[config.mk]
export PLATFORM = sky130hd
export DESIGN_NAME = serial_alu_top
export DESIGN_NICKNAME = d
export VERILOG_FILES = /design/src/rtl/serial_alu_pkg.sv /design/src/rtl/nibble_alu.sv /design/src/rtl/op_decode.sv /design/src/rtl/nibble_sequencer.sv /design/src/rtl/result_collect.sv /design/src/rtl/serial_alu_top.sv
export VERILOG_INCLUDE_DIRS = /design/src /design/src/rtl
export SDC_FILE = /design/constraint.sdc
export NUM_CORES = 1
export LEC_CHECK = 0
export BUFFER_PORTS_ARGS = -buffer_cell sky130_fd_sc_hd__buf_2
export CAP_MARGIN = 15
export CORE_MARGIN = 1
export CORE_UTILIZATION = 52
export DETAILED_ROUTE_END_ITERATION = 6
export MAX_ROUTING_LAYER = met4
export PLACE_DENSITY_LB_ADDON = 0.05
export SETUP_SLACK_MARGIN = 0.02
export SLEW_MARGIN = 5
export SYNTH_ARGS = -nofsm -noshare
export SYNTH_HDL_FRONTEND = slang
export SYNTH_SLANG_ARGS = --single-unit
[constraint.sdc]
create_clock -name clk -period 5.2 [get_ports clk]
set_input_delay 0.78 -clock clk [delete_from_list [all_inputs] [get_ports clk]]
set_output_delay 0.78 -clock clk [all_outputs]
set_load 0.01 [all_outputs]
[src/rtl/serial_alu_macros.svh]
// Serial ALU width macros
`ifndef SERIAL_ALU_MACROS_SVH
`define SERIAL_ALU_MACROS_SVH

// operand and result word width
`define SALU_WIDTH 32

// nibbles per word
`define SALU_NIBBLES 8

// width of the nibble index
`define SALU_IDX_W 3

// unloaded cycles from command capture to result request
// 1 take + 8 nibbles + 1 done + 1 result capture
`define SALU_MIN_LAT 11

`endif

[src/rtl/serial_alu_pkg.sv]
// Serial ALU types
package serial_alu_pkg;

    // opcodes, code 7 is reserved as illegal
    typedef enum logic [2:0] {
        OP_ADD     = 3'd0,
        OP_SUB     = 3'd1,
        OP_AND     = 3'd2,
        OP_OR      = 3'd3,
        OP_XOR     = 3'd4,
        OP_SHL     = 3'd5,
        OP_SHR     = 3'd6,
        OP_ILLEGAL = 3'd7
    } alu_op_e;

    // execute stage states
    typedef enum logic [1:0] {
        SEQ_IDLE = 2'd0,
        SEQ_RUN  = 2'd1,
        SEQ_DONE = 2'd2
    } seq_state_e;

    // four-phase link states
    typedef enum logic [1:0] {
        LINK_IDLE      = 2'd0,
        LINK_REQ       = 2'd1,
        LINK_WAIT_DROP = 2'd2
    } link_state_e;

endpackage

[src/rtl/nibble_alu.sv]
// Nibble ALU slice
`timescale 1ns/1ps

module nibble_alu (
    input  serial_alu_pkg::alu_op_e op,
    input  logic [3:0]              a,
    input  logic [3:0]              b,
    input  logic                    cin,
    output logic [3:0]              y,
    output logic                    cout
);

    logic [3:0] b_eff;
    logic [4:0] sum;

    // subtract is add of the inverted operand, cin supplies the +1
    assign b_eff = (op == serial_alu_pkg::OP_SUB) ? ~b : b;
    assign sum   = {1'b0, a} + {1'b0, b_eff} + {4'b0000, cin};

    always_comb begin
        case (op)
            serial_alu_pkg::OP_ADD,
            serial_alu_pkg::OP_SUB: begin
                y    = sum[3:0];
                cout = sum[4];
            end
            serial_alu_pkg::OP_AND: begin
                y    = a & b;
                cout = 1'b0;
            end
            serial_alu_pkg::OP_OR: begin
                y    = a | b;
                cout = 1'b0;
            end
            serial_alu_pkg::OP_XOR: begin
                y    = a ^ b;
                cout = 1'b0;
            end
            serial_alu_pkg::OP_SHL: begin
                // bit from the nibble below comes in through cin
                y    = {a[2:0], cin};
                cout = a[3];
            end
            serial_alu_pkg::OP_SHR: begin
                // bit from the nibble above comes in through cin
                y    = {cin, a[3:1]};
                cout = a[0];
            end
            default: begin
                y    = 4'h0;
                cout = 1'b0;
            end
        endcase
    end

endmodule

[src/rtl/op_decode.sv]
// Command decode stage
`timescale 1ns/1ps
`include "serial_alu_macros.svh"

module op_decode (
    input  logic                     clk,
    input  logic                     rst_n,
    input  logic                     cmd_req,
    input  logic [2:0]               cmd_op,
    input  logic [`SALU_WIDTH-1:0]   cmd_a,
    input  logic [`SALU_WIDTH-1:0]   cmd_b,
    output logic                     cmd_ack,
    output logic                     buf_valid,
    output serial_alu_pkg::alu_op_e  buf_op,
    output logic [`SALU_WIDTH-1:0]   buf_a,
    output logic [`SALU_WIDTH-1:0]   buf_b,
    output logic                     buf_reverse,
    output logic                     buf_carry_init,
    input  logic                     buf_take
);

    serial_alu_pkg::link_state_e link_state;
    serial_alu_pkg::alu_op_e     dec_op;
    logic                        capture;

    // raw code to opcode, anything unknown is illegal
    always_comb begin
        case (cmd_op)
            3'd0:    dec_op = serial_alu_pkg::OP_ADD;
            3'd1:    dec_op = serial_alu_pkg::OP_SUB;
            3'd2:    dec_op = serial_alu_pkg::OP_AND;
            3'd3:    dec_op = serial_alu_pkg::OP_OR;
            3'd4:    dec_op = serial_alu_pkg::OP_XOR;
            3'd5:    dec_op = serial_alu_pkg::OP_SHL;
            3'd6:    dec_op = serial_alu_pkg::OP_SHR;
            default: dec_op = serial_alu_pkg::OP_ILLEGAL;
        endcase
    end

    // only accept when the buffer is free, otherwise ack waits
    assign capture = (link_state == serial_alu_pkg::LINK_IDLE) && cmd_req && !buf_valid;

    assign cmd_ack = (link_state == serial_alu_pkg::LINK_WAIT_DROP);

    always_ff @(posedge clk) begin
        if (!rst_n) begin
            link_state <= serial_alu_pkg::LINK_IDLE;
            buf_valid  <= 1'b0;
        end else begin
            case (link_state)
                serial_alu_pkg::LINK_IDLE: begin
                    if (capture) begin
                        link_state <= serial_alu_pkg::LINK_WAIT_DROP;
                    end
                end
                serial_alu_pkg::LINK_WAIT_DROP: begin
                    // ack drops only once req is gone
                    if (!cmd_req) begin
                        link_state <= serial_alu_pkg::LINK_IDLE;
                    end
                end
                default: link_state <= serial_alu_pkg::LINK_IDLE;
            endcase

            if (capture) begin
                buf_valid <= 1'b1;
            end else if (buf_take) begin
                buf_valid <= 1'b0;
            end
        end
    end

    // command buffer, direction and carry seed are resolved here
    always_ff @(posedge clk) begin
        if (capture) begin
            buf_op         <= dec_op;
            buf_a          <= cmd_a;
            buf_b          <= cmd_b;
            buf_reverse    <= (dec_op == serial_alu_pkg::OP_SHR);
            buf_carry_init <= (dec_op == serial_alu_pkg::OP_SUB);
        end
    end

endmodule

[src/rtl/nibble_sequencer.sv]
// Nibble sequencer
`timescale 1ns/1ps
`include "serial_alu_macros.svh"

module nibble_sequencer (
    input  logic                     clk,
    input  logic                     rst_n,
    input  logic                     buf_valid,
    input  serial_alu_pkg::alu_op_e  buf_op,
    input  logic [`SALU_WIDTH-1:0]   buf_a,
    input  logic [`SALU_WIDTH-1:0]   buf_b,
    input  logic                     buf_reverse,
    input  logic                     buf_carry_init,
    output logic                     buf_take,
    output serial_alu_pkg::alu_op_e  slice_op,
    output logic [3:0]               slice_a,
    output logic [3:0]               slice_b,
    output logic                     slice_cin,
    input  logic [3:0]               slice_y,
    input  logic                     slice_cout,
    output logic                     done_valid,
    output logic [`SALU_WIDTH-1:0]   done_data,
    output logic                     done_carry,
    output logic                     done_err,
    input  logic                     res_busy
);

    serial_alu_pkg::seq_state_e seq_state;
    serial_alu_pkg::alu_op_e    op_r;
    logic [`SALU_WIDTH-1:0]     a_r;
    logic [`SALU_WIDTH-1:0]     b_r;
    logic [`SALU_WIDTH-1:0]     word_r;
    logic                       rev_r;
    logic                       carry_r;
    logic                       err_r;
    logic [`SALU_IDX_W-1:0]     idx_r;
    logic [`SALU_IDX_W-1:0]     last_idx;

    assign buf_take = (seq_state == serial_alu_pkg::SEQ_IDLE) && buf_valid;

    // walk ends at nibble 0 going down, at the top nibble going up
    assign last_idx = rev_r ? '0 : `SALU_IDX_W'(`SALU_NIBBLES - 1);

    // current nibble to the slice
    assign slice_op  = op_r;
    assign slice_a   = a_r[{idx_r, 2'b00} +: 4];
    assign slice_b   = b_r[{idx_r, 2'b00} +: 4];
    assign slice_cin = carry_r;

    assign done_data  = word_r;
    assign done_carry = carry_r;
    assign done_err   = err_r;

    always_ff @(posedge clk) begin
        if (!rst_n) begin
            seq_state  <= serial_alu_pkg::SEQ_IDLE;
            idx_r      <= '0;
            done_valid <= 1'b0;
        end else begin
            done_valid <= 1'b0;
            case (seq_state)
                serial_alu_pkg::SEQ_IDLE: begin
                    if (buf_take) begin
                        idx_r <= buf_reverse ? `SALU_IDX_W'(`SALU_NIBBLES - 1) : '0;
                        // illegal code has no nibble work
                        if (buf_op == serial_alu_pkg::OP_ILLEGAL) begin
                            seq_state <= serial_alu_pkg::SEQ_DONE;
                        end else begin
                            seq_state <= serial_alu_pkg::SEQ_RUN;
                        end
                    end
                end
                serial_alu_pkg::SEQ_RUN: begin
                    if (idx_r == last_idx) begin
                        seq_state <= serial_alu_pkg::SEQ_DONE;
                    end else if (rev_r) begin
                        idx_r <= idx_r - 1'b1;
                    end else begin
                        idx_r <= idx_r + 1'b1;
                    end
                end
                serial_alu_pkg::SEQ_DONE: begin
                    // hold the word until the result stage is free
                    if (!res_busy) begin
                        done_valid <= 1'b1;
                        seq_state  <= serial_alu_pkg::SEQ_IDLE;
                    end
                end
                default: seq_state <= serial_alu_pkg::SEQ_IDLE;
            endcase
        end
    end

    // working copy of the command and the result being built
    always_ff @(posedge clk) begin
        if (buf_take) begin
            op_r  <= buf_op;
            a_r   <= buf_a;
            b_r   <= buf_b;
            rev_r <= buf_reverse;
            if (buf_op == serial_alu_pkg::OP_ILLEGAL) begin
                word_r  <= '0;
                carry_r <= 1'b0;
                err_r   <= 1'b1;
            end else begin
                carry_r <= buf_carry_init;
                err_r   <= 1'b0;
            end
        end else if (seq_state == serial_alu_pkg::SEQ_RUN) begin
            word_r[{idx_r, 2'b00} +: 4] <= slice_y;
            // slice carry out feeds the next nibble, last one is the final flag
            carry_r <= slice_cout;
        end
    end

endmodule

[src/rtl/result_collect.sv]
// Result stage
`timescale 1ns/1ps
`include "serial_alu_macros.svh"

module result_collect (
    input  logic                   clk,
    input  logic                   rst_n,
    input  logic                   done_valid,
    input  logic [`SALU_WIDTH-1:0] done_data,
    input  logic                   done_carry,
    input  logic                   done_err,
    output logic                   res_busy,
    output logic                   res_req,
    output logic [`SALU_WIDTH-1:0] res_data,
    output logic                   res_carry,
    output logic                   res_err,
    input  logic                   res_ack
);

    serial_alu_pkg::link_state_e link_state;
    logic                        capture;

    assign capture = (link_state == serial_alu_pkg::LINK_IDLE) && done_valid;

    // busy until the far side has dropped its ack
    assign res_busy = (link_state != serial_alu_pkg::LINK_IDLE);
    assign res_req  = (link_state == serial_alu_pkg::LINK_REQ);

    always_ff @(posedge clk) begin
        if (!rst_n) begin
            link_state <= serial_alu_pkg::LINK_IDLE;
        end else begin
            case (link_state)
                serial_alu_pkg::LINK_IDLE: begin
                    if (capture) begin
                        link_state <= serial_alu_pkg::LINK_REQ;
                    end
                end
                serial_alu_pkg::LINK_REQ: begin
                    if (res_ack) begin
                        link_state <= serial_alu_pkg::LINK_WAIT_DROP;
                    end
                end
                serial_alu_pkg::LINK_WAIT_DROP: begin
                    if (!res_ack) begin
                        link_state <= serial_alu_pkg::LINK_IDLE;
                    end
                end
                default: link_state <= serial_alu_pkg::LINK_IDLE;
            endcase
        end
    end

    // held stable for the whole request phase
    always_ff @(posedge clk) begin
        if (capture) begin
            res_data  <= done_data;
            res_carry <= done_carry;
            res_err   <= done_err;
        end
    end

endmodule

[src/rtl/serial_alu_top.sv]
// Serial ALU top level
`timescale 1ns/1ps
`include "serial_alu_macros.svh"

module serial_alu_top (
    input  logic                   clk,
    input  logic                   rst_n,
    input  logic                   cmd_req,
    input  logic [2:0]             cmd_op,
    input  logic [`SALU_WIDTH-1:0] cmd_a,
    input  logic [`SALU_WIDTH-1:0] cmd_b,
    output logic                   cmd_ack,
    output logic                   res_req,
    output logic [`SALU_WIDTH-1:0] res_data,
    output logic                   res_carry,
    output logic                   res_err,
    input  logic                   res_ack
);

    // decode to execute
    logic                    buf_valid;
    serial_alu_pkg::alu_op_e buf_op;
    logic [`SALU_WIDTH-1:0]  buf_a;
    logic [`SALU_WIDTH-1:0]  buf_b;
    logic                    buf_reverse;
    logic                    buf_carry_init;
    logic                    buf_take;

    // sequencer to slice
    serial_alu_pkg::alu_op_e slice_op;
    logic [3:0]              slice_a;
    logic [3:0]              slice_b;
    logic                    slice_cin;
    logic [3:0]              slice_y;
    logic                    slice_cout;

    // execute to result
    logic                    done_valid;
    logic [`SALU_WIDTH-1:0]  done_data;
    logic                    done_carry;
    logic                    done_err;
    logic                    res_busy;

    op_decode u_op_decode (
        .clk            (clk),
        .rst_n          (rst_n),
        .cmd_req        (cmd_req),
        .cmd_op         (cmd_op),
        .cmd_a          (cmd_a),
        .cmd_b          (cmd_b),
        .cmd_ack        (cmd_ack),
        .buf_valid      (buf_valid),
        .buf_op         (buf_op),
        .buf_a          (buf_a),
        .buf_b          (buf_b),
        .buf_reverse    (buf_reverse),
        .buf_carry_init (buf_carry_init),
        .buf_take       (buf_take)
    );

    nibble_sequencer u_nibble_sequencer (
        .clk            (clk),
        .rst_n          (rst_n),
        .buf_valid      (buf_valid),
        .buf_op         (buf_op),
        .buf_a          (buf_a),
        .buf_b          (buf_b),
        .buf_reverse    (buf_reverse),
        .buf_carry_init (buf_carry_init),
        .buf_take       (buf_take),
        .slice_op       (slice_op),
        .slice_a        (slice_a),
        .slice_b        (slice_b),
        .slice_cin      (slice_cin),
        .slice_y        (slice_y),
        .slice_cout     (slice_cout),
        .done_valid     (done_valid),
        .done_data      (done_data),
        .done_carry     (done_carry),
        .done_err       (done_err),
        .res_busy       (res_busy)
    );

    nibble_alu u_nibble_alu (
        .op   (slice_op),
        .a    (slice_a),
        .b    (slice_b),
        .cin  (slice_cin),
        .y    (slice_y),
        .cout (slice_cout)
    );

    result_collect u_result_collect (
        .clk        (clk),
        .rst_n      (rst_n),
        .done_valid (done_valid),
        .done_data  (done_data),
        .done_carry (done_carry),
        .done_err   (done_err),
        .res_busy   (res_busy),
        .res_req    (res_req),
        .res_data   (res_data),
        .res_carry  (res_carry),
        .res_err    (res_err),
        .res_ack    (res_ack)
    );

endmodule

==> results.toml <==
[yosys]
yosysMostFrequentCell = "edfxtp_1"
synthCells = 478
ys_seq_area_share_pct = 75.92
synthTopCellsByCount = "edfxtp_1 (205), a21oi_1 (37), o21ai_0 (34)"
synth_nets = 566
yosys_warnings = 0
synthArstFlopShare_pct = 0
ys_types = 59
ys_ff_latch = 215
synth-edff-count = 205
synth_top_area_share_pct = 73.53
syn_area_per_cell_um2 = 17.51
netlist_area_mm2 = 0.008372
synth_flop_cell = "edfxtp_1"
synth_area_leaders = "edfxtp_1 (74%), dfxtp_1 (2.4%), a21oi_1 (2.2%), mux4_2 (2.2%), ha_1 (2.1%)"
synth_largest_area_cell = "edfxtp_1"

[worst_setup_path]
cp_slowest_stage_delay_ns = 0.68
reg2reg_from = "u_nibble_sequencer.idx_r[0]$_SDFFE_PN0P_"
cpMaxStageDelayCell = "a211oi_2"
crit_path_end_kind = "register"
crit_fanout = 19
crit_path_frequent_cell = "a21oi_1"
worst_ep_required_time_ns = 5.42
r2r_slack_ns = 1.43
critPathKind = "reg -> reg"
rr_worst_depth = 11
crit_chain = "buf_4 > mux2_1 > o22ai_1 > or2_2 > inv_2 > ha_1 > a21oi_1 > a2111o_1 > o311ai_0 > a211oi_2 > a21oi_1"
crit_path_start_kind = "register"
r2r_end = "u_nibble_sequencer.done_data[27]$_SDFFCE_PP0P_"
crit_arrival_ns = 3.99

[status]
outcome = "finished, final reports clean"

[global_routing]
track_usage_pct = 17.60
grt_max_degree = 70
antenna_found_initial = 0
grt_first_pass_wirelength_um = 21710
grt_pass1_vias = 4217
grt_overflow = 0

[power_and_ir_drop]
p_per_area_mw_per_mm2 = 425.0
ir_worst_vdd_v = 0.0002768
p_leak_nw = 3.483

[drt]
ant_nets = 0
drc = 0
drtIter0Drc = 221
viasPerCell = 5.241
drt_wl_total_um = 13500
vias = 4329
firstDrtPassIters = 5
routedWlPerCell_um = 16.34

[cts]
cts_tree = "done"
cts_buffers = 22
cts_resized = 0
hold_buffers = 0
post_cts_buffers = 0
clkTransAtPathRegs_ns = 0.06
cts_num_sinks = 215
clk_latency_ns = 0.49
cts_root_buf = "clkbuf_16"
htree_levels = 1
clock_path_buffers = 3

[timing]
timing.final.crit_period_ns = 3.773
slew_headroom_pct = 30.40
max_freq_mhz = 265.1
clock_skew_ns = 0.008950
worstMarginPinSlew_ns = 1.042
finalHoldViolCount = 0
post-route-period-util_pct = 72.55
rsz0062_at_grt = "false"
slew_viol_final = 0
setup_viol = 0
fin_setup_tns_ns = 0

[hold_path]
hp-start = "u_op_decode.buf_a[17]$_DFFE_PP_"
hold_path_depth = 0
min_path_type = "reg -> reg"
min_to = "u_nibble_sequencer.a_r[17]$_DFFE_PP_"

[floorplanning]
fp.coreArea_mm2 = 0.01583
start_util_pct = 52.89
die_h_um = 128.9
dieWidth_um = 128.9
row_count = 46
die_area_mm2 = 0.01661
num_io_pins = 107

[finish]
nets = 685
drive_gt1_share_pct = 30.00
finish.utilization_pct = 62.15
antennaDiodeCount = 0
syn2layout_area_growth_pct = 17.50
layout.cells.non_filler = 826

[placed_design]
hpwl_um = 9219
routabilityCongestion = 0.8308
numPlacedInstances = 789
io_buffers = 106

[job]
maxCapViolations = 0
==> layout make-up <==
| class | count | area [um^2] |
|---|---|---|
| sequential | 215 | 6357 |
| fill | 1179 | 5991 |
| multi-input combinational | 230 | 1876 |
| clock buffer | 31 | 615.6 |
| timing repair buffer | 111 | 568.0 |
| tap | 216 | 270.3 |
| clock inverter | 6 | 86.33 |
| inverter | 17 | 63.81 |
==> power by group <==
part	internal (mW)	leakage (nW)	total [mW]	switching [mW]
clock	0.922	0.339	1.52	0.593
combinational	0.224	1.15	0.551	0.327
sequential	2.05	1.99	2.12	0.0601
total	3.20	3.48	4.18	0.980
==> worst max-delay path by stage <==
stage,start,to,slack (ns),cells after the start
finish,u_nibble_sequencer.idx_r[0]$_SDFFE_PN0P_,u_nibble_sequencer.done_data[27]$_SDFFCE_PP0P_,1.43,11
global route,u_nibble_sequencer.idx_r[0]$_SDFFE_PN0P_,u_nibble_sequencer.done_data[19]$_SDFFCE_PP0P_,1.14,11
CTS,u_nibble_sequencer.idx_r[0]$_SDFFE_PN0P_,u_nibble_sequencer.done_data[27]$_SDFFCE_PP0P_,1.33,11
detailed placement,u_nibble_sequencer.idx_r[0]$_SDFFE_PN0P_,u_nibble_sequencer.done_data[27]$_SDFFCE_PP0P_,1.33,11
global placement,u_nibble_sequencer.idx_r[0]$_SDFFE_PN0P_,u_nibble_sequencer.done_data[31]$_SDFFCE_PP0P_,1.43,11
floorplan,cmd_req,u_op_decode.buf_a[0]$_DFFE_PP_,0.70,2
==> cells in the final DEF, fill, tap and decap left out, types with 8 or more instances in the layout <==
cell type | Yosys | final
ha_1 | 14 | 14
inv_1 | 11 | 11
nor2b_1 | 11 | 10
clkbuf_16 | 0 | 23
mux4_2 | 8 | 8
edfxtp_1 | 205 | 205
nand2_1 | 10 | 10
a21oi_1 | 37 | 37
buf_2 | 1 | 106
o21ai_0 | 34 | 33
dfxtp_1 | 10 | 9
nor2_1 | 11 | 11
==> routing by layer <==
layer | wire [um] | part of all wire (%) | track usage, % | up-vias
li1 | - | - | - | 2099
met5 | 0 | 0 | - | -
met4 | 286 | 2.1 | 6.159 | 0
met1 | 5933 | 44 | 22.86 | 2080
met2 | 6644 | 49 | 28.14 | 125
met3 | 632 | 4.7 | 3.077 | 25
==> cell families after synthesis <==
kind of cell	share of synthesized area (%)
muxes	5.291
buffers and inverters	1.808
and+or+nand+nor	4.633
xor gates and xnor gates	0.7323
DFF	75.92
AOI/OAI and AO/OA	8.803
adders and majority gates	2.810
==> critical path, delay by kind of cell (launching register included) <==
family	cells	cell delay, ns
buffers and inverters	2	0.43
DFF	1	0.67
AOI/OAI and AO/OA	6	1.48
adders and majority gates	1	0.36
muxes	1	0.36
and+or+nand+nor	1	0.18
==> per-stage QoR <==
| stage | hold slack [ns] | worst slack (ns) | power [mW] | area, um^2 |
|---|---|---|---|---|
| global placement | 0.4039 | 1.431 | 2.700 | 9135 |
| finish | 0.4142 | 1.427 | 4.181 | 9837 |
| detailed placement | 0.4045 | 1.332 | 2.708 | 9135 |
| CTS | 0.4166 | 1.327 | 4.232 | 9837 |
| global route | 0.4212 | 1.138 | 4.372 | 9837 |
| floorplan | 0.4003 | 0.7026 | 2.557 | 8372 |
==> registers in the layout (all words and copies together) (netlist names), 2 cells and up <==
register,cells
u_nibble_sequencer.seq_state,2
u_op_decode.buf_op,3
u_nibble_sequencer.a_r,32
u_nibble_sequencer.done_data,32
u_op_decode.buf_a,32
u_nibble_sequencer.slice_op,3
u_result_collect.res_data,32
u_result_collect.link_state,2
u_op_decode.buf_b,32
u_nibble_sequencer.b_r,32
u_nibble_sequencer.idx_r,3
No activity file was read; power rests on OpenSTA's default activity.
